## src/logic/lane_cfg_pkg.sv

```systemverilog
package lane_cfg_pkg;

   ////////////////////
   // Lane geometry
   ////////////////////

   localparam int BYTE_W = 8;             // One lane byte
   localparam int WORD_W = 32;            // One lane word, four bytes

   localparam int SLIDE_AMT_W = 8;

   typedef logic [BYTE_W-1:0] byte_t;
   typedef logic [WORD_W-1:0] word_t;

   ////////////////////
   // Element width
   ////////////////////

   // How many neighbouring lanes share one element
   //   SEW_8  one lane per element
   //   SEW_16 a lane pair
   //   SEW_32 a group of four lanes
   typedef enum logic [1:0] {
      SEW_8  = 2'd0,
      SEW_16 = 2'd1,
      SEW_32 = 2'd2
   } sew_e;

endpackage

```

## src/logic/lane_op_pkg.sv

```systemverilog
package lane_op_pkg;

   ////////////////////
   // Encodings
   ////////////////////

   typedef enum logic [2:0] {
      ADD  = 3'd0,
      SUB  = 3'd1,
      AND  = 3'd2,
      OR   = 3'd3,
      XOR  = 3'd4,
      MUL  = 3'd5,                        // Low part only
      MACC = 3'd6                         // a * b + c
   } opcode_e;

   typedef enum logic [1:0] {
      OP2_VECTOR = 2'd0,
      OP2_SCALAR = 2'd1,
      OP2_IMM    = 2'd2
   } op2_src_e;

   ////////////////////
   // Command side
   ////////////////////

   typedef struct packed {
      opcode_e             opcode;
      op2_src_e            op2_src;
      lane_cfg_pkg::sew_e  sew;
      lane_cfg_pkg::word_t scalar;
      logic [4:0]          imm;           // Sign-extended on use
   } issue_cmd_t;

   typedef struct packed {
      logic                                 dir_up;
      logic [lane_cfg_pkg::SLIDE_AMT_W-1:0] amount;
      logic [1:0]                           byte_sel;
   } slide_cmd_t;

   ////////////////////
   // Datapath control
   ////////////////////

   typedef struct packed {
      logic               valid;
      opcode_e            opcode;
      lane_cfg_pkg::sew_e sew;
   } alu_ctrl_t;

   // B operand already resolved
   typedef struct packed {
      logic                use_vector;
      lane_cfg_pkg::word_t broadcast;
   } op2_ctrl_t;

   typedef struct packed {
      logic                                 valid;
      logic                                 dir_up;
      logic [lane_cfg_pkg::SLIDE_AMT_W-1:0] amount;
      logic [1:0]                           byte_sel;
   } slide_exec_t;

endpackage

```

## src/logic/element_alu.sv

```systemverilog
`timescale 1ns/1ps

module element_alu
(
   input  logic                   clk_i,
   input  logic                   rst_i,
   input  lane_op_pkg::alu_ctrl_t ctrl_i,
   input  lane_cfg_pkg::word_t    a_i,
   input  lane_cfg_pkg::word_t    b_i,
   input  lane_cfg_pkg::word_t    c_i,
   output logic                   valid_o,
   output lane_cfg_pkg::sew_e     sew_o,
   output lane_cfg_pkg::word_t    res_o
);

   import lane_cfg_pkg::*;
   import lane_op_pkg::*;

   word_t full_res;
   word_t trunc_res;

   always_comb
   begin
      case (ctrl_i.opcode)
         ADD:     full_res = a_i + b_i;
         SUB:     full_res = a_i - b_i;
         AND:     full_res = a_i & b_i;
         OR:      full_res = a_i | b_i;
         XOR:     full_res = a_i ^ b_i;
         MUL:     full_res = a_i * b_i;          // Upper half dropped
         MACC:    full_res = a_i * b_i + c_i;
         default: full_res = '0;
      endcase
   end

   // Keep only the element bits, zero above
   always_comb
   begin
      case (ctrl_i.sew)
         SEW_8:   trunc_res = {{(WORD_W-BYTE_W){1'b0}}, full_res[BYTE_W-1:0]};
         SEW_16:  trunc_res = {{(WORD_W-2*BYTE_W){1'b0}}, full_res[2*BYTE_W-1:0]};
         default: trunc_res = full_res;
      endcase
   end

   always_ff @(posedge clk_i)
   begin
      if (!rst_i)
         valid_o <= 1'b0;
      else
         valid_o <= ctrl_i.valid;
   end

   always_ff @(posedge clk_i)
   begin
      if (ctrl_i.valid)
      begin
         res_o <= trunc_res;
         sew_o <= ctrl_i.sew;                    // Scatter needs it next cycle
      end
   end

endmodule

```

## config.mk

```make
export PLATFORM = sky130hd
export DESIGN_NAME = element_alu
export DESIGN_NICKNAME = d
export VERILOG_FILES = /design/src/logic/lane_cfg_pkg.sv /design/src/logic/lane_op_pkg.sv /design/src/logic/element_alu.sv
export SDC_FILE = /design/constraint.sdc
export NUM_CORES = 1
export LEC_CHECK = 0
export ABC_AREA = 1
export BUFFER_PORTS_ARGS = -buffer_cell sky130_fd_sc_hd__buf_2
export CAP_MARGIN = 10
export CELL_PAD_IN_SITES_DETAIL_PLACEMENT = 0
export CELL_PAD_IN_SITES_GLOBAL_PLACEMENT = 1
export CORE_ASPECT_RATIO = 1.25
export CORE_MARGIN = 2
export CORE_UTILIZATION = 48
export CTS_CLUSTER_DIAMETER = 80
export DETAILED_ROUTE_END_ITERATION = 12
export GPL_TIMING_DRIVEN = 0
export PLACE_DENSITY_LB_ADDON = 0.25
export SYNTH_ARGS = -nofsm -noshare
export SYNTH_HDL_FRONTEND = slang
export SYNTH_SLANG_ARGS = --single-unit
```

## constraint.sdc

```tcl
create_clock -name clk_i -period 11.3 [get_ports clk_i]
set_input_delay 0.565 -clock clk_i [delete_from_list [all_inputs] [get_ports clk_i]]
set_output_delay 0.565 -clock clk_i [all_outputs]
set_load 0.005 [all_outputs]
```

==> metrics.md <==
| Metric | Value |
|---|---|
| Final period util | `91.7%` |
| Worst-path clk slew | `0.06 ns` |
| Routed Antenna Nets | `0` |
| Count of cell types in the netlist | `57` |
| Slowest stage delay, CP | `0.79 ns` |
| Wirelength per Cell | `23.7 um` |
| Via count | `22900` |
| Post-synth EDFFs | `34` |
| Critical Path AT | `10.39 ns` |
| Filler Cell Count | `5000` |
| Starting density of the core | `48.7%` |
| Die area | `52000 um^2` |
| Via-to-Cell Ratio | `5.43` |
| Final Hold Viols | `0` |
| CP top delay family | `adder cells` |
| CP endpoint kind | `register` |
| Gr usage total | `38.8%` |
| PostCTS Resize Cnt | `0` |
| Avg Cell Area, Syn | `7.08 um^2` |
| Post-CTS setup repair buffer count | `0` |
| Status | `complete, no violations` |
| CTS Buffer Depth | `2` |
| Setup TNS | `0 ns` |
| Mapped Area | `24100 um^2` |
| Sink Count | `35` |
| Placer Congestion | `0.999` |
| Slew HR | `7.99%` |
| # Max-Cap Violations | `0` |
| DRC | `0` |
| # setup viols final | `0` |
| CP startpoint kind | `input port` |
| Area fraction of the dominant cell type after synthesis | `34.0%` |
| Port Buffer Count | `138` |
| Die height | `255 um` |
| Ports | `139` |
| Synth area leader | `fa_1` |
| CTS tree | `done` |
| Post-synthesis sequential area ratio | `4.32%` |
| Total CTS buffers | `5` |
| Yosys reg bits | `35` |
| Global-route wire length before repair | `145 mm` |
| Iter 0 DRT Violations | `1720` |
| Cell count after synthesis | `3404` |
| Post-synth top cells | `inv_1, nand2_1, fa_1` |
| Core Footprint | `49500 um^2` |
| H-tree lvl count | `2` |
| Number of warnings issued by yosys | `0` |
| Share of cells above drive strength 1 | `6.67%` |
| CTS Hold Bufs | `0` |
| Crit path kind | `in2reg` |
| Drt pass-1 iters | `6` |
| Pin count of the biggest net entering global routing | `36` |
| Slew @ Worst Pin | `1.38 ns` |
| Min-Delay Path Class | `in2reg` |
| Synth top area cells | `fa_1, inv_1, nand2_1` |
| Net count, final | `4316` |
| Crit path buf inv count | `9` |
| Area growth, synth to finish | `7.19%` |
| Vias in the first global route | `23300` |
| Count leader, synth | `inv_1` |
| Clock root buffer | `clkbuf_16` |
| Max frequency | `96.5 MHz` |
| Row cnt | `91` |
| Async S/R FF share, synth | `0%` |
| Required arrival time at the worst endpoint | `11.33 ns` |
| Syn nets | `4168` |
| Drt total wl | `99.9 mm` |
| Tmin final | `10.36 ns` |
| Dpl hpwl | `85.7 mm` |
| Max Transition Viols Final | `0` |
| RSZ-0062 raised after global routing | `no` |
| Chip width | `204 um` |
| Initial antenna violation count | `8` |
| Most frequently used flop master after synthesis | `edfxtp_1` |
| CP Max Fanout | `10` |
| CP max-delay cell | `buf_1` |
| CP most frequent cell | `fa_1` |
| Congestion Overflow GR | `0` |
==> cell type report <==
class                      count  area, um^2  share of cell area (%)
clock inverter                 3        43.8                   0.169
buffer                       133         567                    2.19
inverter                     934        3510                    13.6
clock buffer                   5         125                   0.484
tap                          651         815                    3.15
sequential                    35        1040                    4.03
antenna                        6        15.0                  0.0581
multi-input combinational   2302       19000                    73.5
timing repair buffer         141         736                    2.85
==> layer usage <==
metal	GRT usage (%)	routed length, um	vias up
met3	5.07	6510	273
met4	28.2	8750	6
li1	-	-	10400
met1	45.4	37300	11200
met5	0	48	-
met2	65.6	47200	977
==> cells in the final DEF (no fill, tap or decap), drive strengths merged, types with 7 or more instances in the layout <==
master / count
nand3b: 9
nor3: 33
inv: 931
o21a: 9
a21oi: 147
nand2: 904
nand4: 18
nand3: 105
buf: 192
fa: 410
ha: 250
edfxtp: 34
xor2: 50
o2111ai: 9
a21o: 7
clkbuf: 87
o21ai: 110
or2: 12
a221oi: 18
a31oi: 20
xnor2: 13
nor2: 130
==> flip-flops by register name, summed over array words and instances, names as in the netlist <==
name     flops
sew_o        2
valid_o      1
res_o       32
==> worst paths after layout <==
| kind | from | end | slack [ns] | depth (start not counted) |
|---|---|---|---|---|
| min | rst_i | valid_o | 0.45 | 3 |
| max | a_i[12] | res_o[30] | 0.94 | 33 |
==> metrics by stage <==
step,hold slack [ns],cell area [um^2],std cells,utilization [%],setup WS [ns]
4_1_cts,0.454,25800,4203,52.1,1.14
5_1_grt,0.474,25800,4204,52.1,0.725
3_5_place_dp,0.757,25600,4195,51.8,0.853
2_1_floorplan,0.658,24100,3404,-,3.21
3_3_place_gp,0.748,25600,4193,51.7,0.653
6_report,0.454,25800,4210,52.2,0.936
==> kinds of logic (layout without fill, tap and decap cells) <==
group	Yosys count	count (layout)	synth area share [%]
simple gates	1221	1221	20.7
buf+inv	1067	1216	16.9
fa+ha+maj	660	660	47.0
compound gates	358	358	8.76
xor+xnor	63	63	2.29
flops	35	35	4.32
other cells	0	6	0
Power is left out: the tool's default activity adds up to more than one toggle a clock period on the data nets, which glitch-free logic cannot reach.
