==> config.mk <==
export PLATFORM = sky130hd
export DESIGN_NAME = lane_issue_ctrl
export DESIGN_NICKNAME = d
export VERILOG_FILES = /design/src/logic/lane_cfg_pkg.sv /design/src/logic/lane_op_pkg.sv /design/src/logic/lane_issue_ctrl.sv
export SDC_FILE = /design/constraint.sdc
export NUM_CORES = 1
export LEC_CHECK = 0
export BUFFER_PORTS_ARGS = -buffer_cell sky130_fd_sc_hd__buf_2
export CORE_UTILIZATION = 35
export DETAILED_ROUTE_END_ITERATION = 16
export HOLD_SLACK_MARGIN = 0.1
export PLACE_DENSITY = 0.53
export SLEW_MARGIN = 40
export SYNTH_ARGS = -nofsm -noshare
export SYNTH_HDL_FRONTEND = slang
export SYNTH_SLANG_ARGS = --single-unit
==> constraint.sdc <==
create_clock -name clk_i -period 1.25 [get_ports clk_i]
set_input_delay 0.25 -clock clk_i [delete_from_list [all_inputs] [get_ports clk_i]]
set_output_delay 0.25 -clock clk_i [all_outputs]
set_load 0.03 [all_outputs]
==> src/logic/lane_cfg_pkg.sv <==
package lane_cfg_pkg;

   ////////////////////
   // Lane geometry
   ////////////////////

   localparam int BYTE_W = 8;             // One lane byte
   localparam int WORD_W = 32;            // One lane word, four bytes

   localparam int SLIDE_AMT_W = 8;

   typedef logic [BYTE_W-1:0] byte_t;
   typedef logic [WORD_W-1:0] word_t;

   ////////////////////
   // Element width
   ////////////////////

   // How many neighbouring lanes share one element
   //   SEW_8  one lane per element
   //   SEW_16 a lane pair
   //   SEW_32 a group of four lanes
   typedef enum logic [1:0] {
      SEW_8  = 2'd0,
      SEW_16 = 2'd1,
      SEW_32 = 2'd2
   } sew_e;

endpackage

==> src/logic/lane_op_pkg.sv <==
package lane_op_pkg;

   ////////////////////
   // Encodings
   ////////////////////

   typedef enum logic [2:0] {
      ADD  = 3'd0,
      SUB  = 3'd1,
      AND  = 3'd2,
      OR   = 3'd3,
      XOR  = 3'd4,
      MUL  = 3'd5,                        // Low part only
      MACC = 3'd6                         // a * b + c
   } opcode_e;

   typedef enum logic [1:0] {
      OP2_VECTOR = 2'd0,
      OP2_SCALAR = 2'd1,
      OP2_IMM    = 2'd2
   } op2_src_e;

   ////////////////////
   // Command side
   ////////////////////

   typedef struct packed {
      opcode_e             opcode;
      op2_src_e            op2_src;
      lane_cfg_pkg::sew_e  sew;
      lane_cfg_pkg::word_t scalar;
      logic [4:0]          imm;           // Sign-extended on use
   } issue_cmd_t;

   typedef struct packed {
      logic                                 dir_up;
      logic [lane_cfg_pkg::SLIDE_AMT_W-1:0] amount;
      logic [1:0]                           byte_sel;
   } slide_cmd_t;

   ////////////////////
   // Datapath control
   ////////////////////

   typedef struct packed {
      logic               valid;
      opcode_e            opcode;
      lane_cfg_pkg::sew_e sew;
   } alu_ctrl_t;

   // B operand already resolved
   typedef struct packed {
      logic                use_vector;
      lane_cfg_pkg::word_t broadcast;
   } op2_ctrl_t;

   typedef struct packed {
      logic                                 valid;
      logic                                 dir_up;
      logic [lane_cfg_pkg::SLIDE_AMT_W-1:0] amount;
      logic [1:0]                           byte_sel;
   } slide_exec_t;

endpackage

==> src/logic/lane_issue_ctrl.sv <==
`timescale 1ns/1ps

module lane_issue_ctrl
#(
   parameter int READ_DELAY = 3
)
(
   input  logic                     clk_i,
   input  logic                     rst_i,
   input  logic                     issue_i,
   input  lane_op_pkg::issue_cmd_t  issue_cmd_i,
   input  logic                     slide_i,
   input  lane_op_pkg::slide_cmd_t  slide_cmd_i,
   output lane_op_pkg::alu_ctrl_t   alu_ctrl_o,
   output lane_op_pkg::op2_ctrl_t   op2_ctrl_o,
   output lane_op_pkg::slide_exec_t slide_exec_o
);

   import lane_cfg_pkg::*;
   import lane_op_pkg::*;

   alu_ctrl_t   alu_in;
   op2_ctrl_t   op2_in;
   slide_exec_t slide_in;
   word_t       imm_sext;

   // One entry per cycle of register-file latency
   alu_ctrl_t   alu_pipe   [READ_DELAY];
   op2_ctrl_t   op2_pipe   [READ_DELAY];
   slide_exec_t slide_pipe [READ_DELAY];

   ////////////////////
   // Pipeline entry
   ////////////////////

   assign imm_sext = {{(WORD_W-5){issue_cmd_i.imm[4]}}, issue_cmd_i.imm};

   always_comb
   begin
      alu_in.valid  = issue_i;
      alu_in.opcode = issue_cmd_i.opcode;
      alu_in.sew    = issue_cmd_i.sew;

      // Anything but vector B becomes a broadcast word
      op2_in.use_vector = (issue_cmd_i.op2_src == OP2_VECTOR);
      op2_in.broadcast  = (issue_cmd_i.op2_src == OP2_IMM) ? imm_sext : issue_cmd_i.scalar;

      slide_in.valid    = slide_i & ~issue_i;   // Issue wins the cycle
      slide_in.dir_up   = slide_cmd_i.dir_up;
      slide_in.amount   = slide_cmd_i.amount;
      slide_in.byte_sel = slide_cmd_i.byte_sel;
   end

   ////////////////////
   // Delay line
   ////////////////////

   always_ff @(posedge clk_i)
   begin
      if (!rst_i)
      begin
         for (int i = 0; i < READ_DELAY; i++)
         begin
            alu_pipe[i]   <= '0;
            slide_pipe[i] <= '0;
         end
      end
      else
      begin
         alu_pipe[0]   <= alu_in;
         slide_pipe[0] <= slide_in;
         for (int i = 1; i < READ_DELAY; i++)
         begin
            alu_pipe[i]   <= alu_pipe[i-1];
            slide_pipe[i] <= slide_pipe[i-1];
         end
      end
   end

   always_ff @(posedge clk_i)
   begin
      op2_pipe[0] <= op2_in;
      for (int i = 1; i < READ_DELAY; i++)
         op2_pipe[i] <= op2_pipe[i-1];
   end

   // Last stage lines up with the operand words
   assign alu_ctrl_o   = alu_pipe[READ_DELAY-1];
   assign op2_ctrl_o   = op2_pipe[READ_DELAY-1];
   assign slide_exec_o = slide_pipe[READ_DELAY-1];

endmodule

==> impl_metrics.env <==
export IMPL_status="finished, final reports clean"
export IMPL_synthCells=304
export IMPL_finalCriticalPeriod_ns=1.22
export IMPL_fin_skew_ns=0.00414
export IMPL_regToRegEndpoint="slide_pipe[0][14]$_SDFF_PN0_"
export IMPL_power_switching_uw=2370
export IMPL_power_share_sequential_pct=46.8
export IMPL_port_buffers=109
export IMPL_overflow=0
export IMPL_grt_max_degree=55
export IMPL_die_area_um2=13000
export IMPL_final_cells=610
export IMPL_post_place_ws_ns=0.116
export IMPL_intPower_uw=8880
export IMPL_layout_common_cells="153 x dfxtp_1, 108 x buf_2, 56 x dlygate4sd3_1"
export IMPL_crit_required_ns=1.55
export IMPL_clk_latency_ns=0.41
export IMPL_drc_errors=0
export IMPL_multiInputGateArea_um2=831
export IMPL_viasPerCell=3.65
export IMPL_setup_tns_ns=0
export IMPL_finalHoldViolCount=0
export IMPL_finalSetupViolations=0
export IMPL_ant_nets=0
export IMPL_fin_ws_ns=0.0292
export IMPL_clkPwrFrac_pct=46.0
export IMPL_endpoint="op2_pipe[0][27]$_DFF_P_"
export IMPL_layout_drive_gt1_share_pct=40.3
export IMPL_worstPathMaxFanout=7
export IMPL_hold_class="reg -> reg"
export IMPL_core_area_um2=12100
export IMPL_p_total_uw=11200
export IMPL_io_pins=110
export IMPL_relSlewSlack_pct=57.9
export IMPL_cts_tree="yes"
export IMPL_cts_buffers=17
export IMPL_r2r_start="slide_pipe[0][2]$_SDFF_PN0_"
export IMPL_antenna_found_initial=0
export IMPL_area_growth_pct=35.2
export IMPL_die_h_um=114
export IMPL_fmax_mhz=819
export IMPL_seqCellArea_um2=3060
export IMPL_power_leakage_uw=0.00276
export IMPL_wl_per_cell_um=10.5
export IMPL_first_iter_violations=100
export IMPL_reg2reg_setup_slack_ns=0.70
export IMPL_p_sw_share_pct=21.1
export IMPL_cts_htree_levels=4
export IMPL_dr_pass1_iters=4
export IMPL_dieWidth_um=114
export IMPL_powerDensity_nw_per_um2=1900
export IMPL_cp_start_kind="primary input"
export IMPL_cts_sinks=153
export IMPL_nFillCells=1085
export IMPL_place_gp_congestion=0.624
export IMPL_grt_pass1_wl_mm=9.85
export IMPL_start_util_pct=36.2
export IMPL_syn_nets=363
export IMPL_synth_distinct_cells=12
export IMPL_clockBufferDepth=2
export IMPL_crit_start="issue_cmd_i[39]"
export IMPL_num_rows=40
export IMPL_utilization_pct=48.9
export IMPL_crit_arrival_ns=1.52
export IMPL_crit_path_end_kind="flip-flop"
export IMPL_vias=2227
export IMPL_netlist_area_um2=4380
export IMPL_cts_clk_slew_worst_paths_ns=0.06
export IMPL_reg2reg_depth=1
export IMPL_ys_warn_count=0
export IMPL_path_class="in -> reg"
export IMPL_n_antenna_cell=0
export IMPL_hpwlAfterDp_mm=3.64
export IMPL_final_common_cell="dfxtp_1"
export IMPL_finalWirelength_mm=6.40
export IMPL_grt_pass1_vias=2178
export IMPL_grt_total_usage_pct=10.4
export IMPL_finalCritPeriodShare_pct=97.7
export IMPL_clock_root_buffer="clkbuf_16"
export IMPL_dp_cells=520
export IMPL_cts_resized=0
export IMPL_peakVddDrop_v=0.00108
export IMPL_nets=488
export IMPL_yosysSeqAreaShare_pct=69.9
export IMPL_ys_seq_elements=153
export IMPL_syn_area_per_cell_um2=14.4
export IMPL_tightestPinTransition_ns=0.631
export IMPL_p_comb_share_pct=7.2
export IMPL_drv_slew=0
export IMPL_max_cap_violations=0
-- logic make-up after synthesis --
logic type	Yosys count	share of synthesized area, %
DFF	153	69.9
buffers and inverters	63	11.1
muxes	32	10.8
and+or+nand+nor	56	8.17
-- registers in the layout, indices dropped and copies added, names as in the netlist --
register / cells
op2_pipe: 99
slide_pipe: 36
alu_pipe: 18
-- routing by layer --
metal / GRT usage (%) / vias to the layer above / part of all wire [%]
met5: 0 / - / 0
met4: 5.97 / 0 / 1.7
met3: 6.48 / 12 / 8.6
met2: 15.5 / 84 / 46
met1: 11.2 / 980 / 43
li1: - / 1151 / -
-- final cells by class --
cell class,instances,share of cell area (%)
flip-flops and latches,153,51.7
clock buffers,19,7.65
multi-input cells,88,14.0
clock inverters,13,2.81
repair buffers,169,20.2
well taps,168,3.55
-- Yosys cell counts --
cell / instances / share of area (%)
dfxtp_1: 153 / 70
and2_1: 53 / 7.6
buf_4: 51 / 8.7
mux2_4: 30 / 10
clkbuf_1: 6 / 0.51
buf_12: 3 / 1.4
buf_2: 2 / 0.23
mux2_2: 2 / 0.51
and3b_1: 1 / 0.20
buf_6: 1 / 0.26
nand2b_4: 1 / 0.31
nor2_1: 1 / 0.086
-- critical path, stage by stage --
cell and delay (ns):
dlygate4sd3_1 0.55, nand2b_4 0.23, clkbuf_16 0.20, mux2_4 0.29
-- stage by stage --
step | instance area, um^2 | hold slack, ns
final | 5920 | 0.323
after CTS | 5870 | 0.249
after global routing | 5920 | 0.322
after floorplan | 4380 | 0.310
after detailed placement | 4690 | 0.312
after global placement | 4690 | 0.310
-- worst min-delay path by stage --
stage                     cells past startpoint  slack [ns]                    start                      end
after global routing                          3        0.32          issue_cmd_i[40]  op2_pipe[0][29]$_DFF_P_
after CTS                                     3        0.25          issue_cmd_i[40]  op2_pipe[0][29]$_DFF_P_
after floorplan                               0        0.31   op2_pipe[0][0]$_DFF_P_  op2_pipe[0][33]$_DFF_P_
final                                         0        0.32  op2_pipe[0][13]$_DFF_P_  op2_pipe[0][46]$_DFF_P_
after detailed placement                      0        0.31   op2_pipe[0][1]$_DFF_P_  op2_pipe[0][34]$_DFF_P_
after global placement                        0        0.31  op2_pipe[0][12]$_DFF_P_  op2_pipe[0][45]$_DFF_P_
-- power groups by stage --
stage               Sequential (uW)  Clock (uW)  Combinational [uW]
floorplan                      5350           0                 590
global placement               5370           0                 651
detailed placement             5370           0                 658
CTS                            5270        5330                 793
global route                   5290        5550                 861
finish                         5260        5180                 807
-- what timing repair did --
item                                    CTS  global route
buffers inserted                          0             1
hold buffers                             56             0
endpoints found under the setup margin    0             6
hold endpoints to repair                 51             0
Note: power is estimated with default switching activity, not from simulation.
