[src/logic/lane_cfg_pkg.sv]
package lane_cfg_pkg;

   ////////////////////
   // Lane geometry
   ////////////////////

   localparam int BYTE_W = 8;             // One lane byte
   localparam int WORD_W = 32;            // One lane word, four bytes

   localparam int SLIDE_AMT_W = 8;

   typedef logic [BYTE_W-1:0] byte_t;
   typedef logic [WORD_W-1:0] word_t;

   ////////////////////
   // Element width
   ////////////////////

   // How many neighbouring lanes share one element
   //   SEW_8  one lane per element
   //   SEW_16 a lane pair
   //   SEW_32 a group of four lanes
   typedef enum logic [1:0] {
      SEW_8  = 2'd0,
      SEW_16 = 2'd1,
      SEW_32 = 2'd2
   } sew_e;

endpackage

[src/logic/result_scatter.sv]
`timescale 1ns/1ps

module result_scatter
#(
   parameter int NUM_LANES = 8
)
(
   input  lane_cfg_pkg::word_t [NUM_LANES-1:0] res_i,
   input  lane_cfg_pkg::sew_e  [NUM_LANES-1:0] sew_i,
   output lane_cfg_pkg::word_t [NUM_LANES-1:0] lane_res_o
);

   import lane_cfg_pkg::*;

   ////////////////////
   // Inverse of regroup
   ////////////////////

   always_comb
   begin
      int    base4;
      int    base2;
      byte_t lo_b;
      byte_t hi_b;
      for (int k = 0; k < NUM_LANES; k++)
      begin
         base4 = k - (k % 4);
         base2 = k - (k % 2);
         lo_b  = res_i[base2][(k % 2)*BYTE_W +: BYTE_W];
         hi_b  = res_i[base2+1][(k % 2)*BYTE_W +: BYTE_W];

         // Mode taken from the first lane of each group
         if (sew_i[base4] == SEW_32)
         begin
            for (int j = 0; j < 4; j++)
               lane_res_o[k][j*BYTE_W +: BYTE_W] = res_i[base4+j][(k % 4)*BYTE_W +: BYTE_W];
         end
         else if (sew_i[base2] == SEW_16)
            lane_res_o[k] = {hi_b, lo_b, hi_b, lo_b};     // Pair repeated in upper half
         else
            lane_res_o[k] = {4{res_i[k][BYTE_W-1:0]}};
      end
   end

endmodule

[config.mk]
export PLATFORM = sky130hd
export DESIGN_NAME = result_scatter
export DESIGN_NICKNAME = d
export VERILOG_FILES = /design/src/logic/lane_cfg_pkg.sv /design/src/logic/result_scatter.sv
export SDC_FILE = /design/constraint.sdc
export NUM_CORES = 1
export LEC_CHECK = 0
export ABC_AREA = 1
export ABC_CLOCK_PERIOD_IN_PS = 2400
export BUFFER_PORTS_ARGS = -buffer_cell sky130_fd_sc_hd__buf_2
export CAP_MARGIN = 20
export CORE_AREA = 2 2 207 209
export DETAILED_ROUTE_END_ITERATION = 7
export DIE_AREA = 0 0 209 211
export PLACE_DENSITY = 0.3
export SLEW_MARGIN = 20
export SYNTH_ARGS = -nofsm -noshare
export SYNTH_HDL_FRONTEND = slang
export SYNTH_SLANG_ARGS = --single-unit
[constraint.sdc]
create_clock -name vclk -period 2.4
set_input_delay 0.72 -clock vclk [all_inputs]
set_output_delay 0.72 -clock vclk [all_outputs]
set_load 0.03 [all_outputs]
==> results of run 1 <==
[routing by layer]
layer	track usage [%]	up-vias	part of all wire, %
met3	2.07	26	5.4
met5	0	-	0
met4	2.46	0	1.8
met1	16.3	3415	40
met2	26.9	306	53
li1	-	3843	-
[synth_stat cells]
cell type  count
buf_4         20
clkbuf_1       6
buf_2         30
nand2_4        2
buf_6         18
o21ai_0       16
inv_2          6
nand2_2        4
nand2_1      640
inv_1         36
nand3_1      144
[power by group through the flow]
stage / combinational (mW) / clock, mW / sequential, mW
finish: 2.74 / 0.000000224 / 0
detailed placement: 2.38 / 0 / 0
CTS: 2.64 / 0 / 0
floorplan: 1.45 / 0 / 0
global placement: 2.38 / 0 / 0
global route: 2.92 / 0.000000167 / 0
[metrics by stage]
| stage | cells | instance area [um^2] | hold slack, ns | worst slack [ns] | setup TNS [ns] |
|---|---|---|---|---|---|
| 3_5_place_dp | 1948 | 7120 | 1.73 | -0.135 | -10.57 |
| 4_1_cts | 1954 | 7900 | 1.73 | -0.0476 | -1.72 |
| 2_1_floorplan | 922 | 3930 | 1.57 | -0.179 | -2.86 |
| 6_report | 1967 | 8460 | 1.73 | 0.000425 | 0 |
| 5_1_grt | 1966 | 8460 | 1.73 | -0.0720 | -1.47 |
| 3_3_place_gp | 1948 | 7120 | 1.73 | -0.127 | -10.10 |
[timing repair]
action                                  4_1_cts  5_1_grt
gates resized for setup                     230      115
endpoints found under the setup margin      203      221
hold buffers                                  0        0
pin swaps                                     3        5
setup buffers                                 1        2
cloned                                        5        7
[layout make-up]
| class | count | area share (%) |
|---|---|---|
| Antenna cell | 4 | 0.118 |
| Timing Repair Buffer | 576 | 48.4 |
| Inverter | 42 | 2.54 |
| Tap cell | 539 | 7.97 |
| Multi-Input combinational cell | 806 | 41.0 |
[worst max-delay path, stage by stage]
cell and delay [ns]:
buf_6 0.12, inv_4 0.07, nand2_8 0.10, buf_12 0.15
buf_16 0.15, nand2_1 0.13, nand2_1 0.06, buf_4 0.17
[final timing paths]
path / endpoint / slack, ns / cells past startpoint
min: lane_res_o[5] / 1.73 / 2
max: lane_res_o[126] / 0.0004 / 8
[cells by family after synthesis]
group,Yosys count,share of synthesized area (%)
buffers and inverters,116,17.4
and+or+nand+nor,790,80.6
AOI/OAI and AO/OA,16,2.04
==> results.sh, run 1 <==
export IMPL_worst_slew_pin_slew_ns=0.211
export IMPL_combPwrFrac_pct=100.0
export IMPL_ir_drop_v=0.000144
export IMPL_final_common_cell="nand2_1"
export IMPL_antenna_found_initial=4
export IMPL_synth_nets=1194
export IMPL_start_util_pct=9.42
export IMPL_crit_start="sew_i[0]"
export IMPL_dp_hpwl_mm=28.8
export IMPL_portBuffers=520
export IMPL_grt_overflow=0
export IMPL_cp_data_arrival_time_ns=1.68
export IMPL_pwr_share_clk_pct=0
export IMPL_vias=7590
export IMPL_n_sequential_cell=0
export IMPL_drt_iter0_drc=442
export IMPL_relSlewSlack_pct=85.9
export IMPL_synth_area_um2=3930
export IMPL_critPathKind="primary input to output port"
export IMPL_fp_dieW_um=209
export IMPL_grt_pass1_vias=7401
export IMPL_place_gp_congestion=0.906
export IMPL_hold_viol=0
export IMPL_placeableCoreArea_um2=41800
export IMPL_wl_mm=34.0
export IMPL_period_share_pct=100
export IMPL_avgViaCountPerCell=3.86
export IMPL_intPower_mw=0.971
export IMPL_slew_viol_final=0
export IMPL_seqCellArea_um2=0
export IMPL_start_kind="primary input"
export IMPL_die_area_um2=44100
export IMPL_dr_pass1_iters=5
export IMPL_num_io_pins=528
export IMPL_ant_nets=0
export IMPL_seq_power_share_pct=0
export IMPL_yosys_warnings=0
export IMPL_status="completed"
export IMPL_power_density_nw_per_um2=324
export IMPL_power_mw=2.74
export IMPL_synth_sequential_area_ratio_pct=0
export IMPL_p_leak_nw=5.22
export IMPL_avgSynthCellArea_um2=4.27
export IMPL_hold_path_class="primary input to output port"
export IMPL_p_switching_mw=1.77
export IMPL_maxCapViolCount=0
export IMPL_drive_above_1_share_pct=44.3
export IMPL_min_period_ns=2.40
export IMPL_grt_max_degree=29
export IMPL_multi_input_area_um2=3470
export IMPL_final_cell_mix="nand2_1 (621), buf_2 (332), buf_4 (150)"
export IMPL_ys_types=11
export IMPL_synth_top_area_cell="nand2_1"
export IMPL_synth_top_area_share_pct=61.1
export IMPL_synth_area_leaders="nand2_1 (61%), nand3_1 (18%), buf_6 (5.2%)"
export IMPL_min_from="res_i[5]"
export IMPL_rsz0062_at_grt="true"
export IMPL_nFillCells=4984
export IMPL_crit_path_end_kind="output port"
export IMPL_path_max_fanout=24
export IMPL_nets=1698
export IMPL_drc=0
export IMPL_setup_violations=0
export IMPL_groute_usage_overall_pct=13.9
export IMPL_switching_share_pct=64.6
export IMPL_grt_pass1_wl_mm=47.0
export IMPL_critPathRequiredTime_ns=1.68
export IMPL_fmax_ghz=0.417
export IMPL_synthToLayoutAreaGrowth_pct=115
export IMPL_die_h_um=211
export IMPL_syn_inst=922
export IMPL_rows=75
export IMPL_fin_util_pct=20.3
export IMPL_post_drt_wl_per_cell_um=17.3
export IMPL_nClkBuffers=0
Power figures use the tool's default switching activity.
==> inputs of run 2 (changes only) <==
- ABC_AREA: 1 -> default
- CORE_AREA: 2 2 207 209 -> 2 2 205 207
- DIE_AREA: 0 0 209 211 -> 0 0 207 209
- PLACE_DENSITY: 0.3 -> 0.33
==> results.sh, run 2 <==
export IMPL_critical_path_max_stage_delay_ns=0.23
export IMPL_critPathRequiredTime_ns=1.68
export IMPL_grt_pass1_wl_mm=54.7
export IMPL_synth_most_common_cell="nand2_1"
export IMPL_yosys_warnings=0
export IMPL_dp_cells=1911
export IMPL_power_density_nw_per_um2=309
export IMPL_fin_ws_ns=-0.139
export IMPL_portBuffers=520
export IMPL_dp_hpwl_mm=30.0
export IMPL_synth_nets=1088
export IMPL_wl_mm=39.9
export IMPL_fmax_ghz=0.394
export IMPL_p_leak_nw=6.42
export IMPL_post_drt_wl_per_cell_um=20.2
export IMPL_worst_path_buf_inv=5
export IMPL_cp_data_arrival_time_ns=1.82
export IMPL_endpoint="lane_res_o[140]"
export IMPL_setup_tns_ns=-13.97
export IMPL_final_cell_mix="buf_2 (284), buf_6 (242), nand2_1 (186)"
export IMPL_num_io_pins=528
export IMPL_drive_above_1_share_pct=75.8
export IMPL_rsz0062_at_grt="true"
export IMPL_start_util_pct=11.5
export IMPL_avgSynthCellArea_um2=5.80
export IMPL_crit_path_top_delay_cell="xnor2_4"
export IMPL_drc=0
export IMPL_hold_viol=0
export IMPL_violations="setup timing"
export IMPL_ir_drop_v=0.000161
export IMPL_pre_cts_ws_ns=-0.347
export IMPL_maxCapViolCount=0
export IMPL_antenna_found_initial=5
export IMPL_avgViaCountPerCell=4.15
export IMPL_start_kind="primary input"
export IMPL_groute_usage_overall_pct=16.4
export IMPL_fin_util_pct=32.0
export IMPL_n_sequential_cell=0
export IMPL_synthTopCellsByCount="nand2_1 (272), nor2_1 (192), and3b_1 (48), o21ai_0 (42), buf_4 (41)"
export IMPL_nets=1713
export IMPL_status="complete, but fails checks"
export IMPL_ant_nets=0
export IMPL_rows=75
export IMPL_fp_dieW_um=207
export IMPL_worstPathCellList="buf_12 > buf_12 > buf_16 > xnor2_4 > clkbuf_16 > nand2_1 > nand2_1 > buf_6"
export IMPL_met2_usage_pct=28.9
export IMPL_place_gp_congestion=0.932
export IMPL_slew_viol_final=0
export IMPL_synth_top_area_share_pct=21.6
export IMPL_period_share_pct=106
export IMPL_cts_hold_buffers=0
export IMPL_placeableCoreArea_um2=41300
export IMPL_die_h_um=209
export IMPL_critPathKind="primary input to output port"
export IMPL_nClkBuffers=0
export IMPL_drt_iter0_drc=332
export IMPL_grt_max_degree=30
export IMPL_synthToLayoutAreaGrowth_pct=179
export IMPL_synth_top_area_cell="nand2_1"
export IMPL_min_period_ns=2.54
export IMPL_grtUsageMet3_pct=2.00
export IMPL_path_max_fanout=8
export IMPL_final_common_cell="buf_2"
export IMPL_ys_types=19
export IMPL_synth_area_um2=4730
export IMPL_final_area_um2=13200
export IMPL_grt_overflow=0
export IMPL_gr_max_usage_layer="met2"
export IMPL_seqCellArea_um2=0
export IMPL_dr_pass1_iters=4
export IMPL_syn_inst=816
export IMPL_worst_slew_pin_slew_ns=0.396
export IMPL_hold_path_class="primary input to output port"
export IMPL_grt_pass1_vias=8114
export IMPL_placed_area_um2=8900
export IMPL_die_area_um2=43300
export IMPL_setup_violations=195
export IMPL_relSlewSlack_pct=73.5
export IMPL_stdcell_count=1979
export IMPL_crit_path_end_kind="output port"
export IMPL_vias=8203
export IMPL_synth_area_leaders="nand2_1 (22%), nor2_1 (15%), a211oi_2 (11%)"
export IMPL_grt_util_met1_pct=22.3
export IMPL_cp_depth=8
export IMPL_synth_sequential_area_ratio_pct=0
export IMPL_crit_start="sew_i[8]"
export IMPL_crit_family="buffers and inverters"
## run 2: cell count changes after synthesis, sizes merged, moves of 10 or more
cell / previous run / this run
nand2b: 0 / 20
mux2: 0 / 16
nand2: 646 / 272
and3b: 0 / 48
inv: 42 / 0
a211oi: 0 / 48
buf: 68 / 78
o211ai: 0 / 32
nor2: 0 / 192
nand3: 144 / 0
o21ai: 16 / 64
mux2i: 0 / 32
## run 2: final cells by class
cell class | instances | area [um^2]
antenna | 1 | 2.50
fill | 4449 | 28100
multi-input combinational | 730 | 5840
tap | 539 | 674
timing repair buffer | 709 | 6690
## run 2: worst min path at each step
stage	cells after the start	endpoint	from
2_1_floorplan	1	lane_res_o[0]	res_i[0]
3_3_place_gp	2	lane_res_o[134]	res_i[134]
6_report	4	lane_res_o[81]	res_i[81]
4_1_cts	4	lane_res_o[80]	res_i[80]
3_5_place_dp	2	lane_res_o[134]	res_i[134]
5_1_grt	4	lane_res_o[81]	res_i[81]
## run 2: tightest hold or removal path, delay by kind of cell
family	cells	cell delay, ns
and+or+nand+nor	2	0.10
buffers and inverters	2	0.20
## run 2: metal layers
metal	vias to the layer above	wire [um]	part of all wire, %
li1	3943	-	-
met1	3945	17600	44
met2	280	20000	50
met3	31	1900	4.8
met4	4	440	1.1
met5	-	25	0.063
## run 2: power by group
group / total [mW] / switching (mW) / internal (mW)
Combinational: 4.08 / 2.27 / 1.81
Clock: 0.0000000557 / 0 / 0.0000000557
Sequential: 0 / 0 / 0
## run 2: repair_timing
| item | 4_1_cts | 5_1_grt |
|---|---|---|
| resized for setup | 577 | 385 |
| cloned | 24 | 11 |
| endpoints found under the setup margin | 239 | 239 |
| hold endpoints to repair | 0 | 0 |
| setup buffers | 25 | 20 |
| pin swaps | 64 | 131 |
## run 2: logic make-up (layout without fill, tap and decap cells)
logic type	count (synthesis)	after routing	synth area share, %
buffers and inverters	86	709	14.5
AO/OA/AOI/OAI	144	144	23.7
multiplexers	48	48	10.6
AND/OR/NAND/NOR	534	534	48.9
XOR/XNOR	4	4	2.33
other	0	1	0
## run 2: per-stage QoR
stage / hold slack [ns] / total power, mW
floorplan: 1.57 / 1.76
global placement: 1.76 / 2.88
detailed placement: 1.76 / 2.88
CTS: 1.74 / 3.69
global route: 1.76 / 4.27
finish: 1.74 / 4.08
==> inputs of run 3 (changes only) <==
--- a/config.mk
+++ b/config.mk
@@ -6,11 +6,11 @@
 export NUM_CORES = 1
 export LEC_CHECK = 0
-export ABC_CLOCK_PERIOD_IN_PS = 2400
+export ABC_AREA = 1
 export BUFFER_PORTS_ARGS = -buffer_cell sky130_fd_sc_hd__buf_2
 export CAP_MARGIN = 20
-export CORE_AREA = 2 2 205 207
+export CORE_AREA = 2 2 207 209
 export DETAILED_ROUTE_END_ITERATION = 7
-export DIE_AREA = 0 0 207 209
-export PLACE_DENSITY = 0.33
+export DIE_AREA = 0 0 209 211
+export PLACE_DENSITY = 0.3
 export SLEW_MARGIN = 20
 export SYNTH_ARGS = -nofsm -noshare
==> constraint.sdc (replaced) <==
create_clock -name vclk -period 2.4
set_input_delay 0.72 -clock vclk [all_inputs]
set_output_delay 0.72 -clock vclk [all_outputs]
set_load 0.01 [all_outputs]
==> results.sh, run 3 (synthesis results as in run 1) <==
export IMPL_wl_mm=34.9
export IMPL_p_leak_nw=5.18
export IMPL_vias=7679
export IMPL_grt_max_degree=71
export IMPL_final_common_cell="nand2_1"
export IMPL_status="completed"
export IMPL_dp_hpwl_mm=28.7
export IMPL_min_to="lane_res_o[128]"
export IMPL_maxCapViolCount=0
export IMPL_grt_overflow=0
export IMPL_num_io_pins=528
export IMPL_setup_tns_ns=0
export IMPL_setup_violations=0
export IMPL_drc=0
export IMPL_rsz0062_at_grt="true"
export IMPL_worst_slew_pin_slew_ns=0.205
export IMPL_power_mw=1.98
export IMPL_place_gp_congestion=0.908
export IMPL_drt_iter0_drc=497
export IMPL_nClkBuffers=0
export IMPL_nets=1708
export IMPL_fp_dieW_um=209
export IMPL_hold_path_class="primary input to output port"
export IMPL_post_drt_wl_per_cell_um=17.6
export IMPL_placeableCoreArea_um2=41800
export IMPL_portBuffers=520
export IMPL_n_sequential_cell=0
export IMPL_groute_usage_overall_pct=13.7
export IMPL_fin_ws_ns=0.00859
export IMPL_die_area_um2=44100
export IMPL_start_util_pct=9.42
export IMPL_avgViaCountPerCell=3.88
export IMPL_seqCellArea_um2=0
export IMPL_critPathKind="primary input to output port"
export IMPL_antenna_found_initial=5
export IMPL_die_h_um=211
export IMPL_cp_data_arrival_time_ns=1.67
export IMPL_min_from="res_i[128]"
export IMPL_holdPathStages=2
export IMPL_drive_above_1_share_pct=46.9
export IMPL_hold_viol=0
export IMPL_path_max_fanout=5
export IMPL_synthToLayoutAreaGrowth_pct=108
export IMPL_relSlewSlack_pct=86.3
export IMPL_ir_drop_v=0.0000758
export IMPL_rows=75
export IMPL_pre_cts_ws_ns=-0.0812
export IMPL_dr_pass1_iters=5
export IMPL_grt_pass1_vias=7264
export IMPL_slew_viol_final=0
export IMPL_ant_nets=0
export IMPL_power_density_nw_per_um2=242
export IMPL_placed_area_um2=7130
export IMPL_grt_pass1_wl_mm=46.4
export IMPL_fin_util_pct=19.6
export IMPL_cts_hold_buffers=0
export IMPL_crit_path_end_kind="output port"
export IMPL_final_cell_mix="nand2_1 (582), buf_2 (492), nand3_1 (133)"
export IMPL_start_kind="primary input"
export IMPL_final_area_um2=8170
export IMPL_min_period_ns=2.39
export IMPL_period_share_pct=99.6
export IMPL_fmax_ghz=0.418
export IMPL_critPathRequiredTime_ns=1.68
## run 3: worst max-delay path by stage
stage | start | endpoint | slack [ns] | depth (start not counted)
floorplan | sew_i[0] | lane_res_o[109] | 0.21 | 8
global placement | sew_i[0] | lane_res_o[114] | -0.1 | 8
detailed placement | sew_i[0] | lane_res_o[114] | -0.08 | 8
CTS | sew_i[0] | lane_res_o[114] | -0.05 | 8
global route | sew_i[9] | lane_res_o[138] | -0.06 | 8
finish | sew_i[9] | lane_res_o[154] | 0.009 | 8
## run 3: repair_timing
| item | in CTS | in global routing |
|---|---|---|
| setup buffers | 0 | 4 |
| cloned | 3 | 16 |
| setup endpoints to repair | 81 | 186 |
| pin swaps | 0 | 2 |
| resized for setup | 24 | 142 |
## run 3: area by class of cell
| class | instances | area, um^2 |
|---|---|---|
| Inverter | 42 | 193 |
| Tap cell | 539 | 674 |
| Timing Repair Buffer | 584 | 3770 |
| Timing Repair inverter | 1 | 16.3 |
| Fill cell | 5009 | 33600 |
| Multi-Input combinational cell | 807 | 3500 |
| Antenna cell | 4 | 10.0 |
## run 3: worst max-delay path, cell delays in order
cell	delay, ns
buf_2	0.13
nand2_4	0.13
inv_8	0.06
buf_4	0.14
clkbuf_16	0.15
nand2_2	0.06
nand3_2	0.13
buf_6	0.15
## run 3: report_power, final
group	total [mW]	leakage (nW)	switching, mW	internal, mW
sequential	0	0	0	0
clock	0.000000224	0.0000254	0	0.000000224
combinational	1.98	5.18	1.15	0.830
## run 3: layer usage
layer	vias to the layer above	global-route usage, %	wire [um]
li1	3869	-	-
met1	3481	16.4	14100
met2	302	26.6	18500
met3	27	1.71	1840
met4	0	2.02	513
met5	-	0	0
## run 3: metrics by stage
step / hold WS, ns / instances
after floorplan: 1.53 / 922
after global placement: 1.67 / 1950
after detailed placement: 1.67 / 1950
after CTS: 1.67 / 1953
after global routing: 1.68 / 1977
final: 1.67 / 1977
