`config.mk`:
```
export PLATFORM = sky130hd
export DESIGN_NAME = slide_xbar
export DESIGN_NICKNAME = d
export VERILOG_FILES = /design/src/logic/lane_cfg_pkg.sv /design/src/logic/lane_op_pkg.sv /design/src/logic/slide_xbar.sv
export SDC_FILE = /design/constraint.sdc
export NUM_CORES = 1
export LEC_CHECK = 0
export CORE_AREA = 4 4 205 207
export DETAILED_ROUTE_END_ITERATION = 16
export DIE_AREA = 0 0 209 211
export DONT_BUFFER_PORTS = 1
export MAX_ROUTING_LAYER = met4
export PLACE_DENSITY_LB_ADDON = 0.08
export REMOVE_ABC_BUFFERS = 1
export SLEW_MARGIN = 20
export SYNTH_ARGS = -nofsm -noshare
export SYNTH_HDL_FRONTEND = slang
export SYNTH_SLANG_ARGS = --single-unit
```
`constraint.sdc`:
```
create_clock -name clk_i -period 7.6 [get_ports clk_i]
set_clock_uncertainty 0.05 [all_clocks]
set_input_delay 1.52 -clock clk_i [delete_from_list [all_inputs] [get_ports clk_i]]
set_output_delay 1.52 -clock clk_i [all_outputs]
set_load 0.005 [all_outputs]
```
`src/logic/lane_cfg_pkg.sv`:
```
package lane_cfg_pkg;

   ////////////////////
   // Lane geometry
   ////////////////////

   localparam int BYTE_W = 8;             // One lane byte
   localparam int WORD_W = 32;            // One lane word, four bytes

   localparam int SLIDE_AMT_W = 8;

   typedef logic [BYTE_W-1:0] byte_t;
   typedef logic [WORD_W-1:0] word_t;

   ////////////////////
   // Element width
   ////////////////////

   // How many neighbouring lanes share one element
   //   SEW_8  one lane per element
   //   SEW_16 a lane pair
   //   SEW_32 a group of four lanes
   typedef enum logic [1:0] {
      SEW_8  = 2'd0,
      SEW_16 = 2'd1,
      SEW_32 = 2'd2
   } sew_e;

endpackage

```
`src/logic/lane_op_pkg.sv`:
```
package lane_op_pkg;

   ////////////////////
   // Encodings
   ////////////////////

   typedef enum logic [2:0] {
      ADD  = 3'd0,
      SUB  = 3'd1,
      AND  = 3'd2,
      OR   = 3'd3,
      XOR  = 3'd4,
      MUL  = 3'd5,                        // Low part only
      MACC = 3'd6                         // a * b + c
   } opcode_e;

   typedef enum logic [1:0] {
      OP2_VECTOR = 2'd0,
      OP2_SCALAR = 2'd1,
      OP2_IMM    = 2'd2
   } op2_src_e;

   ////////////////////
   // Command side
   ////////////////////

   typedef struct packed {
      opcode_e             opcode;
      op2_src_e            op2_src;
      lane_cfg_pkg::sew_e  sew;
      lane_cfg_pkg::word_t scalar;
      logic [4:0]          imm;           // Sign-extended on use
   } issue_cmd_t;

   typedef struct packed {
      logic                                 dir_up;
      logic [lane_cfg_pkg::SLIDE_AMT_W-1:0] amount;
      logic [1:0]                           byte_sel;
   } slide_cmd_t;

   ////////////////////
   // Datapath control
   ////////////////////

   typedef struct packed {
      logic               valid;
      opcode_e            opcode;
      lane_cfg_pkg::sew_e sew;
   } alu_ctrl_t;

   // B operand already resolved
   typedef struct packed {
      logic                use_vector;
      lane_cfg_pkg::word_t broadcast;
   } op2_ctrl_t;

   typedef struct packed {
      logic                                 valid;
      logic                                 dir_up;
      logic [lane_cfg_pkg::SLIDE_AMT_W-1:0] amount;
      logic [1:0]                           byte_sel;
   } slide_exec_t;

endpackage

```
`src/logic/slide_xbar.sv`:
```
`timescale 1ns/1ps

module slide_xbar
#(
   parameter int NUM_LANES = 8
)
(
   input  logic                                clk_i,
   input  logic                                rst_i,
   input  lane_op_pkg::slide_exec_t            exec_i,
   input  lane_cfg_pkg::word_t [NUM_LANES-1:0] vs2_i,
   output logic                                valid_o,
   output lane_cfg_pkg::word_t [NUM_LANES-1:0] data_o
);

   import lane_cfg_pkg::*;

   localparam int LANE_W = $clog2(NUM_LANES);

   logic  [LANE_W-1:0]    amt;
   word_t [NUM_LANES-1:0] slide_d;

   assign amt = exec_i.amount[LANE_W-1:0];       // Wraps modulo NUM_LANES

   always_comb
   begin
      logic [LANE_W-1:0] src;
      byte_t             sel_b;
      for (int k = 0; k < NUM_LANES; k++)
      begin
         src        = exec_i.dir_up ? LANE_W'(k) - amt : LANE_W'(k) + amt;
         sel_b      = vs2_i[src][exec_i.byte_sel*BYTE_W +: BYTE_W];
         slide_d[k] = {4{sel_b}};
      end
   end

   always_ff @(posedge clk_i)
   begin
      if (!rst_i)
         valid_o <= 1'b0;
      else
         valid_o <= exec_i.valid;
   end

   always_ff @(posedge clk_i)
   begin
      if (exec_i.valid)
         data_o <= slide_d;
   end

endmodule

```
==> results of run 1 <==
==> cell families after synthesis <==
group	share of synthesized area (%)
AOI/OAI and AO/OA	12.6
and+or+nand+nor	16.2
buffers and inverters	14.4
muxes	43.4
DFF	12.6
xor gates and xnor gates	0.586
adders and majority gates	0.163
==> registers in the layout (all words and copies together), names as in the netlist <==
| signal | count |
|---|---|
| data_o | 64 |
| valid_o | 1 |
==> power breakdown <==
group | leakage [nW] | total, mW | switching [mW] | internal [mW]
logic | 4.32 | 1.02 | 0.556 | 0.467
registers | 0.637 | 0.579 | 0.105 | 0.474
clock network | 0.136 | 0.455 | 0.203 | 0.252
total | 5.10 | 2.06 | 0.864 | 1.19
==> stage by stage <==
stage                     total power [mW]  worst slack, ns  std cells  area, um2
final                                 2.06             2.75       1938      14400
after global routing                  2.19             2.64       1938      14400
after CTS                             2.08             2.81       1938      14400
after detailed placement              1.61             2.43       1922      14100
after global placement                1.60             2.39       1922      14100
after floorplan                       1.34            0.796       1368      13200
==> layout make-up <==
| class | count | share of cell area [%] |
|---|---|---|
| clock inverter | 6 | 0.409 |
| clock buffer | 10 | 1.59 |
| inverter | 2 | 0.0871 |
| sequential | 65 | 13.5 |
| multi-input combinational | 1301 | 78.6 |
| timing repair buffer | 22 | 1.15 |
| tap | 532 | 4.63 |
==> how the worst min path moves through the flow <==
stage	from	end	slack, ns	cells after the start
floorplan	exec_i[11]	data_o[119]	1.58	0
global placement	exec_i[11]	data_o[216]	1.59	0
detailed placement	exec_i[11]	data_o[216]	1.59	0
CTS	exec_i[11]	data_o[216]	1.18	0
global route	exec_i[11]	data_o[250]	1.19	0
finish	exec_i[11]	data_o[216]	1.21	0
==> placed cells by master, fill, tap and decap left out, drive strengths merged, types with 22 or more instances in the layout <==
| cell type | n |
|---|---|
| mux4 | 162 |
| nor3 | 106 |
| o22ai | 30 |
| a32oi | 28 |
| mux2i | 241 |
| mux2 | 50 |
| and3 | 23 |
| o21ai | 33 |
| a21oi | 158 |
| buf | 22 |
| nand2b | 66 |
| edfxtp | 64 |
| a211oi | 24 |
| nand2 | 189 |
| nor2 | 77 |
==> layer usage <==
layer,global-route usage (%),share of wire [%],vias to the layer above
li1,-,-,5773
met5,-,0,-
met2,44.7,49,613
met4,6.01,1.6,0
met1,34.0,42,6576
met3,6.25,8.1,55
==> critical path: cells and delay by family <==
family	cells	cell delay (ns)
multiplexers	2	1.33
buffers and inverters	2	1.00
AND/OR/NAND/NOR	2	0.43
AO/OA/AOI/OAI	1	0.10
adder cells (fa/ha/maj)	1	0.36
==> summary.txt, run 1 <==
Route
  – Iter 0 DRT Violations: 1,072
  – Routed wire length: approximately 60,000 um
  – Drt drc: 0
  – Drt pass-1 iters: 5
  – Wire length per cell: 31.0 um
  – Vias per inst: around 6.7
  – ANT nets after route: 0
  – Vias post-DR: roughly 13,000

Yosys
  – Syn Inst Count: about 1,700
  – Post-Synthesis Cell Area: 0.0154 mm2
  – Post-synthesis register bit count: 65
  – Commonest cells in the netlist: 237 x mux2i_1, 211 x buf_4, 189 x nand2_1
  – Syn_area_per_cell: approximately 9 um2
  – Synth area leader: mux4_2
  – Post-synth EDFFs: 64
  – Most numerous cell in the Yosys netlist: mux2i_1
  – Top cell type's share of synthesized area: 23.7%
  – Sequential fraction of the synthesis area: 12.6%
  – Yosys cell types: 50
  – Asr flop ratio synth: 0%
  – Synth top area cells: mux4_2 24%, mux2i_1 15%, edfxtp_1 13%
  – Top_reg_cell synth: edfxtp_1
  – Yosys warns: 0

Clock tree
  – CTS tree: built
  – Worst-path clk slew: roughly 0.060 ns
  – Post-CTS setup buffers: 0
  – Cts bufs inserted: 9
  – Bufs on Longest Clock Path: 2
  – H-tree Lvls: 3
  – Post-cts hold buffer count: 0
  – CTS Root Cell: clkbuf_16
  – Sink Count: 65
  – PostCTS Resize Cnt: 0

Worst setup path
  – Top fanout value on the critical path: roughly 150
  – CP required: between 7 and 8 ns
  – Arrival time worst endpoint: 4.92 ns
  – CP max stage delay: roughly 0.9 ns
  – Critical Path, Cell by Cell: inv_6 -> ha_1 -> mux2_4 -> buf_4 -> mux4_2 -> or3_1 -> o221ai_1 -> nor3_1
  – Setup CP Type: in -> reg
  – Critical Path Start Type: primary input
  – Worst setup startpoint: exec_i[2]
  – CP Capture Type: register
  – Crit-path slowest cell: mux2_4
  – Worst setup endpoint: data_o[152]

Hold path
  – Worst hold path class: in -> reg

Die
  – Num rows: 74
  – Die Wd: between 200 and 250 um
  – Die H: between 200 and 250 um
  – Effective utilization at floorplan: 38.1%
  – Ports: 527
  – Core region area: 0.0404 mm2
  – Die area: roughly 0.044 mm2

Timing
  – Final TNS setup: 0 ns
  – Final Hold Slack: 1.21 ns
  – Min Tclk post-route: between 4 and 5 ns
  – Worst slew margin: approximately 20%
  – Fin. Hold Viols: 0
  – F_max: a little over 200 MHz
  – Endpoints failing setup: 0
  – RSZ-0062 raised after global routing: false
  – Worst slew pin tran: about 1.2 ns
  – Max Slew Vio Count: 0
  – Final period utilization: a little under two thirds

GRT
  – Vias in the first global route: 12,700
  – Global-route wire length before repair: between 80,000 and 90,000 um
  – All-Layer GR Usage: 27.0%
  – Largest net degree at the start of global routing: 155
  – Initial antenna violation count: 0
  – Global route overflow: 0

Power and ir drop
  – PD cells: ~140 mW/mm2
  – Maximum vdd drop: 0.0863 mV
  – Lkg Pwr: 5.10 nW

Finish
  – Fin util: 35.6%
  – FF+latch area: about 0.0019 mm2
  – N_diodes: 0
  – Area of the multi-input gates: between 0.01 and 0.015 mm2
  – NumNets Final: between 1,500 and 2,000
  – Fillers: between 4,000 and 5,000
  – Share of layout cells above drive strength 1: a little under a fifth
  – Area Growth Syn to Fin: -6.50%

Place
  – IO Port Bufs: 0
  – Hpwl dp: 43,300 um
  – Placer congestion estimate: approximately 0.83

Run status
  – Outcome: finished, final reports clean

Run
  – Max-cap viol count: 0
No activity file was read; power rests on OpenSTA's default activity.
==> inputs of run 2 (changes only) <==
--- a/config.mk
+++ b/config.mk
@@ -5,9 +5,9 @@
 export SDC_FILE = /design/constraint.sdc
 export NUM_CORES = 1
 export LEC_CHECK = 0
-export CORE_AREA = 4 4 205 207
+export CORE_AREA = 4 4 202 204
 export DETAILED_ROUTE_END_ITERATION = 16
-export DIE_AREA = 0 0 209 211
+export DIE_AREA = 0 0 206 208
 export DONT_BUFFER_PORTS = 1
 export MAX_ROUTING_LAYER = met4
 export PLACE_DENSITY_LB_ADDON = 0.08
==> constraint.sdc (replaced) <==
create_clock -name clk_i -period 4.5 [get_ports clk_i]
set_clock_uncertainty 0.05 [all_clocks]
set_input_delay 0.9 -clock clk_i [delete_from_list [all_inputs] [get_ports clk_i]]
set_output_delay 0.9 -clock clk_i [all_outputs]
set_load 0.005 [all_outputs]
==> summary.txt, run 2 (same netlist as run 1, synthesis figures left out) <==
GRT
  – Global route overflow: 0
  – Largest net degree at the start of global routing: about 160
  – Vias in the first global route: between 10,000 and 15,000
  – All-Layer GR Usage: 28.0%
  – Global-route wire length before repair: ~88,000 um
  – Initial antenna violation count: 1

Worst setup path
  – Setup CP Type: in -> reg
  – CP Capture Type: register
  – Arrival time worst endpoint: between 3 and 4 ns
  – Top fanout value on the critical path: about 150
  – Crit-path slowest cell: mux2_4
  – CP required: between 4 and 5 ns
  – Critical Path Start Type: primary input
  – CP max stage delay: roughly 0.65 ns
  – Critical Path, Cell by Cell: inv_6 -> ha_1 -> mux2_4 -> buf_4 -> mux2i_1 -> mux4_2 -> and2_1 -> nor3_1
  – Largest delay contributor family on the critical path: multiplexers
  – Critical path buffer and inverter count: 2

Route
  – Routed wire length: 59,900 um
  – Drt drc: 0
  – Vias per inst: ~6.7
  – Drt pass-1 iters: 5
  – Iter 0 DRT Violations: between 900 and 1,000
  – ANT nets after route: 0
  – Vias post-DR: between 10,000 and 15,000
  – Wire length per cell: 30.8 um

Hold path
  – WHS Path Cells: 0
  – Hold Startpoint: exec_i[11]
  – Worst hold path class: in -> reg
  – Worst-case hold path end point: data_o[249]

Clock tree
  – Cts bufs inserted: 9
  – Worst-path clk slew: around 0.06 ns
  – CTS tree: built
  – PostCTS Resize Cnt: 0
  – H-tree Lvls: 3
  – Sink Count: between 60 and 70
  – CTS Root Cell: clkbuf_16
  – Post-CTS setup buffers: 0
  – Post-cts hold buffer count: 0
  – Bufs on Longest Clock Path: 2

Place
  – Placer congestion estimate: between 0.8 and 0.9
  – Post-Place Cells: 1,930
  – Hpwl dp: between 40,000 and 50,000 um
  – IO Port Bufs: 0

Timing
  – Final period utilization: around three quarters
  – Min Tclk post-route: 3.46 ns
  – Fin. Hold Viols: 0
  – Max Slew Vio Count: 0
  – Endpoints failing setup: 0
  – Worst slew margin: around 25%
  – F_max: roughly 290 MHz
  – Worst slew pin tran: ~1.1 ns
  – RSZ-0062 raised after global routing: false

Finish
  – Max reg flops: between 60 and 70
  – N_diodes: 0
  – NumNets Final: roughly 1,700
  – Most frequent cells in the layout: 237 x mux2i_1, 188 x nand2_1, 162 x mux4_2
  – Top flop regs: data_o: 64 flops, valid_o: 1 flops
  – Cell Count, Final, Fillers Out: about 1,900
  – Reg with most FFs: data_o
  – Fin util: between 30 and 40%
  – Area Growth Syn to Fin: -5.63%
  – Share of layout cells above drive strength 1: around a fifth
  – Commonest non-fill, non-tap cell in the layout: mux2i_1

Power and ir drop
  – Maximum vdd drop: 0.155 mV
  – PD cells: about 240 mW/mm2
  – Lkg Pwr: roughly 5.2 nW

Die
  – Core region area: a little under 0.04 mm2
  – Ports: between 500 and 600
  – Die area: 0.0428 mm2
  – Die Wd: 206 um
  – Effective utilization at floorplan: about two fifths
  – Die H: 208 um
  – Num rows: 73

Run
  – Max-cap viol count: 0

Run status
  – Outcome: finished, final reports clean
## run 2: changes by cell type in the layout (fill, tap and decap cells not counted), sizes merged
| cell | change |
|---|---|
| clkbuf | +5 |
| clkinvlp | -2 |
| buf | +15 |
| bufinv | -1 |
| clkinv | -2 |
## run 2: layout make-up
cell class                      instances  area, um2
Clock buffer                           15        258
Clock inverter                          1       5.00
Fill cell                            3995      24800
Inverter                                2       12.5
Multi-Input combinational cell       1301      11300
Sequential cell                        65       1940
Tap cell                              525        657
Timing Repair Buffer                   37        340
## run 2: per-stage QoR
step | cell area [um2] | power [mW] | setup TNS, ns | hold WS, ns | setup WS, ns
2_1_floorplan | 13200 | 2.27 | -90.48 | 0.962 | -1.68
3_3_place_gp | 14200 | 2.74 | 0 | 0.975 | 0.741
3_5_place_dp | 14200 | 2.75 | 0 | 0.975 | 0.759
4_1_cts | 14500 | 3.50 | 0 | 0.560 | 1.13
5_1_grt | 14500 | 3.68 | 0 | 0.564 | 0.915
6_report | 14500 | 3.46 | 0 | 0.579 | 1.04
## run 2: per-layer routing
layer  wire length, um  vias to the layer above  track usage, %
met1             24200                     6653            34.5
met3              5520                       75            7.39
li1                  -                     5791               -
met5                 0                        -               -
met4              1650                        0            8.54
met2             28500                      608            45.3
## run 2: worst max path at each step
stage / startpoint / endpoint / depth (start not counted)
after floorplan: exec_i[2] / data_o[183] / 7
after global placement: exec_i[2] / data_o[89] / 7
after detailed placement: exec_i[2] / data_o[89] / 7
after CTS: exec_i[2] / data_o[155] / 8
after global routing: exec_i[2] / data_o[155] / 8
final: exec_i[2] / data_o[155] / 8
## run 2: power by group
group          switching, mW  internal, mW
Sequential             0.191         0.801
Clock                  0.332         0.389
Combinational          0.941         0.810
==> inputs of run 3 (changes only) <==
--- a/config.mk
+++ b/config.mk
@@ -5,9 +5,9 @@
 export SDC_FILE = /design/constraint.sdc
 export NUM_CORES = 1
 export LEC_CHECK = 0
-export CORE_AREA = 4 4 202 204
+export CORE_AREA = 4 4 201 203
 export DETAILED_ROUTE_END_ITERATION = 16
-export DIE_AREA = 0 0 206 208
+export DIE_AREA = 0 0 205 207
 export DONT_BUFFER_PORTS = 1
 export MAX_ROUTING_LAYER = met4
 export PLACE_DENSITY_LB_ADDON = 0.08
==> constraint.sdc (replaced) <==
create_clock -name clk_i -period 3.1 [get_ports clk_i]
set_clock_uncertainty 0.05 [all_clocks]
set_input_delay 0.62 -clock clk_i [delete_from_list [all_inputs] [get_ports clk_i]]
set_output_delay 0.62 -clock clk_i [all_outputs]
set_load 0.005 [all_outputs]
==> summary.txt, run 3 (same netlist as run 1, synthesis figures left out) <==
Die
  – Ports: between 500 and 600
  – Effective utilization at floorplan: 40.0%
  – Num rows: just over 70
  – Die H: 207 um
  – Die area: about 0.042 mm2
  – Core region area: about 0.038 mm2
  – Die Wd: about 210 um

Power and ir drop
  – Maximum vdd drop: between 0.2 and 0.25 mV
  – Overall Power: between 5 and 6 mW
  – Lkg Pwr: between 5 and 6 nW
  – PD cells: between 300 and 400 mW/mm2

Place
  – Hpwl dp: approximately 44,000 um
  – Post-Place Cells: 1,959
  – IO Port Bufs: 0
  – Placer congestion estimate: a little under 0.9

Worst setup path
  – Setup CP Type: in -> reg
  – Instance count on the critical path: 7
  – Critical Path Start Type: primary input
  – Worst setup startpoint: exec_i[2]
  – Critical Path, Cell by Cell: ha_1 -> mux2i_4 -> xnor2_4 -> buf_4 -> mux2i_1 -> o32ai_1 -> nor3_1
  – Largest delay contributor family on the critical path: XOR/XNOR gates
  – CP required: 3.21 ns
  – Crit-path slowest cell: xnor2_4
  – CP Capture Type: register
  – Critical path buffer and inverter count: 1
  – Top fanout value on the critical path: 154
  – Worst setup endpoint: data_o[188]
  – Arrival time worst endpoint: 2.83 ns
  – CP max stage delay: between 0.6 and 0.7 ns

Finish
  – NumNets Final: 1,724
  – Area of the multi-input gates: about 0.011 mm2
  – Area Growth Syn to Fin: -2.67%
  – Share of layout cells above drive strength 1: 21.7%
  – Most frequent cells in the layout: 237 x mux2i_1, 188 x nand2_1, 162 x mux4_2
  – FF+latch area: just under 0.002 mm2
  – N_diodes: 0
  – Commonest non-fill, non-tap cell in the layout: mux2i_1
  – Max reg flops: 64
  – Fillers: 3,861
  – Cell Count, Final, Fillers Out: slightly below 2,000
  – Top flop regs: data_o: 64 flops, valid_o: 1 flops
  – Reg with most FFs: data_o

Timing
  – Fin. Hold Viols: 0
  – RSZ-0062 raised after global routing: false
  – F_max: 368 MHz
  – Max Slew Vio Count: 0
  – Final Hold Slack: 0.317 ns
  – Final TNS setup: 0 ns
  – Final period utilization: 87.6%
  – Worst slew margin: between 40 and 50%
  – Worst slew pin tran: roughly 0.84 ns
  – Min Tclk post-route: around 2.7 ns
  – Endpoints failing setup: 0

GRT
  – Initial antenna violation count: 0
  – Vias in the first global route: about 13,000
  – All-Layer GR Usage: roughly 28%
  – Largest net degree at the start of global routing: between 150 and 200
  – Global-route wire length before repair: roughly 86,000 um
  – Global route overflow: 0

Route
  – Vias per inst: roughly 6.7
  – Wire length per cell: roughly 30 um
  – Drt pass-1 iters: 6
  – ANT nets after route: 0
  – Routed wire length: between 50,000 and 60,000 um
  – Drt drc: 0
  – Vias post-DR: 13,300
  – Iter 0 DRT Violations: 1,272

Clock tree
  – Post-cts hold buffer count: 0
  – PostCTS Resize Cnt: 0
  – Sink Count: 65
  – H-tree Lvls: 3
  – Bufs on Longest Clock Path: 2
  – Post-CTS setup buffers: 0
  – Worst-path clk slew: 0.07 ns
  – CTS tree: built
  – CTS Root Cell: clkbuf_16
  – Cts bufs inserted: 9

Run status
  – Outcome: finished, final reports clean

Run
  – Max-cap viol count: 0

Hold path
  – Worst hold path class: in -> reg
[run 3: cell count changes in the layout (fill, tap and decap cells not counted), sizes merged]
cell,change
clkbuf,-4
buf,+36
clkinv,+4
[run 3: how the worst min path moves through the flow]
stage / from / to / slack (ns) / depth (start not counted)
2_1_floorplan: exec_i[11] / data_o[119] / 0.68 / 0
3_3_place_gp: exec_i[11] / data_o[153] / 0.69 / 0
3_5_place_dp: exec_i[11] / data_o[57] / 0.69 / 0
4_1_cts: exec_i[11] / data_o[57] / 0.29 / 0
5_1_grt: exec_i[11] / data_o[57] / 0.30 / 0
6_report: exec_i[11] / data_o[57] / 0.32 / 0
[run 3: metrics by stage]
stage / setup slack (ns) / cell area [um2] / util [%]
after floorplan: -2.80 / 13200 / -
after global placement: 0.0518 / 14700 / 38.2
after detailed placement: 0.0478 / 14700 / 38.2
after CTS: 0.443 / 15000 / 38.9
after global routing: 0.309 / 15000 / 38.9
final: 0.385 / 15000 / 38.9
[run 3: cell type report]
type                            instances  share of cell area, %
Inverter                                2                 0.0836
Timing Repair Buffer                   73                   5.42
Clock buffer                           11                   1.56
Multi-Input combinational cell       1301                   75.5
Tap cell                              518                   4.33
Clock inverter                          5                  0.151
Sequential cell                        65                   13.0
[run 3: layer usage]
metal / routed length (um) / global-route usage (%) / vias up
met5: 0 / - / -
met1: 24400 / 36.3 / 6689
met4: 1050 / 5.45 / 0
met3: 5730 / 6.52 / 66
li1: - / - / 5867
met2: 28100 / 44.0 / 699
[run 3: report_power, final]
| part | switching [mW] | internal [mW] | leakage, nW |
|---|---|---|---|
| clock network | 0.493 | 0.534 | 0.128 |
| registers | 0.264 | 1.16 | 0.637 |
| logic | 1.38 | 1.27 | 4.66 |
| total | 2.14 | 2.97 | 5.42 |
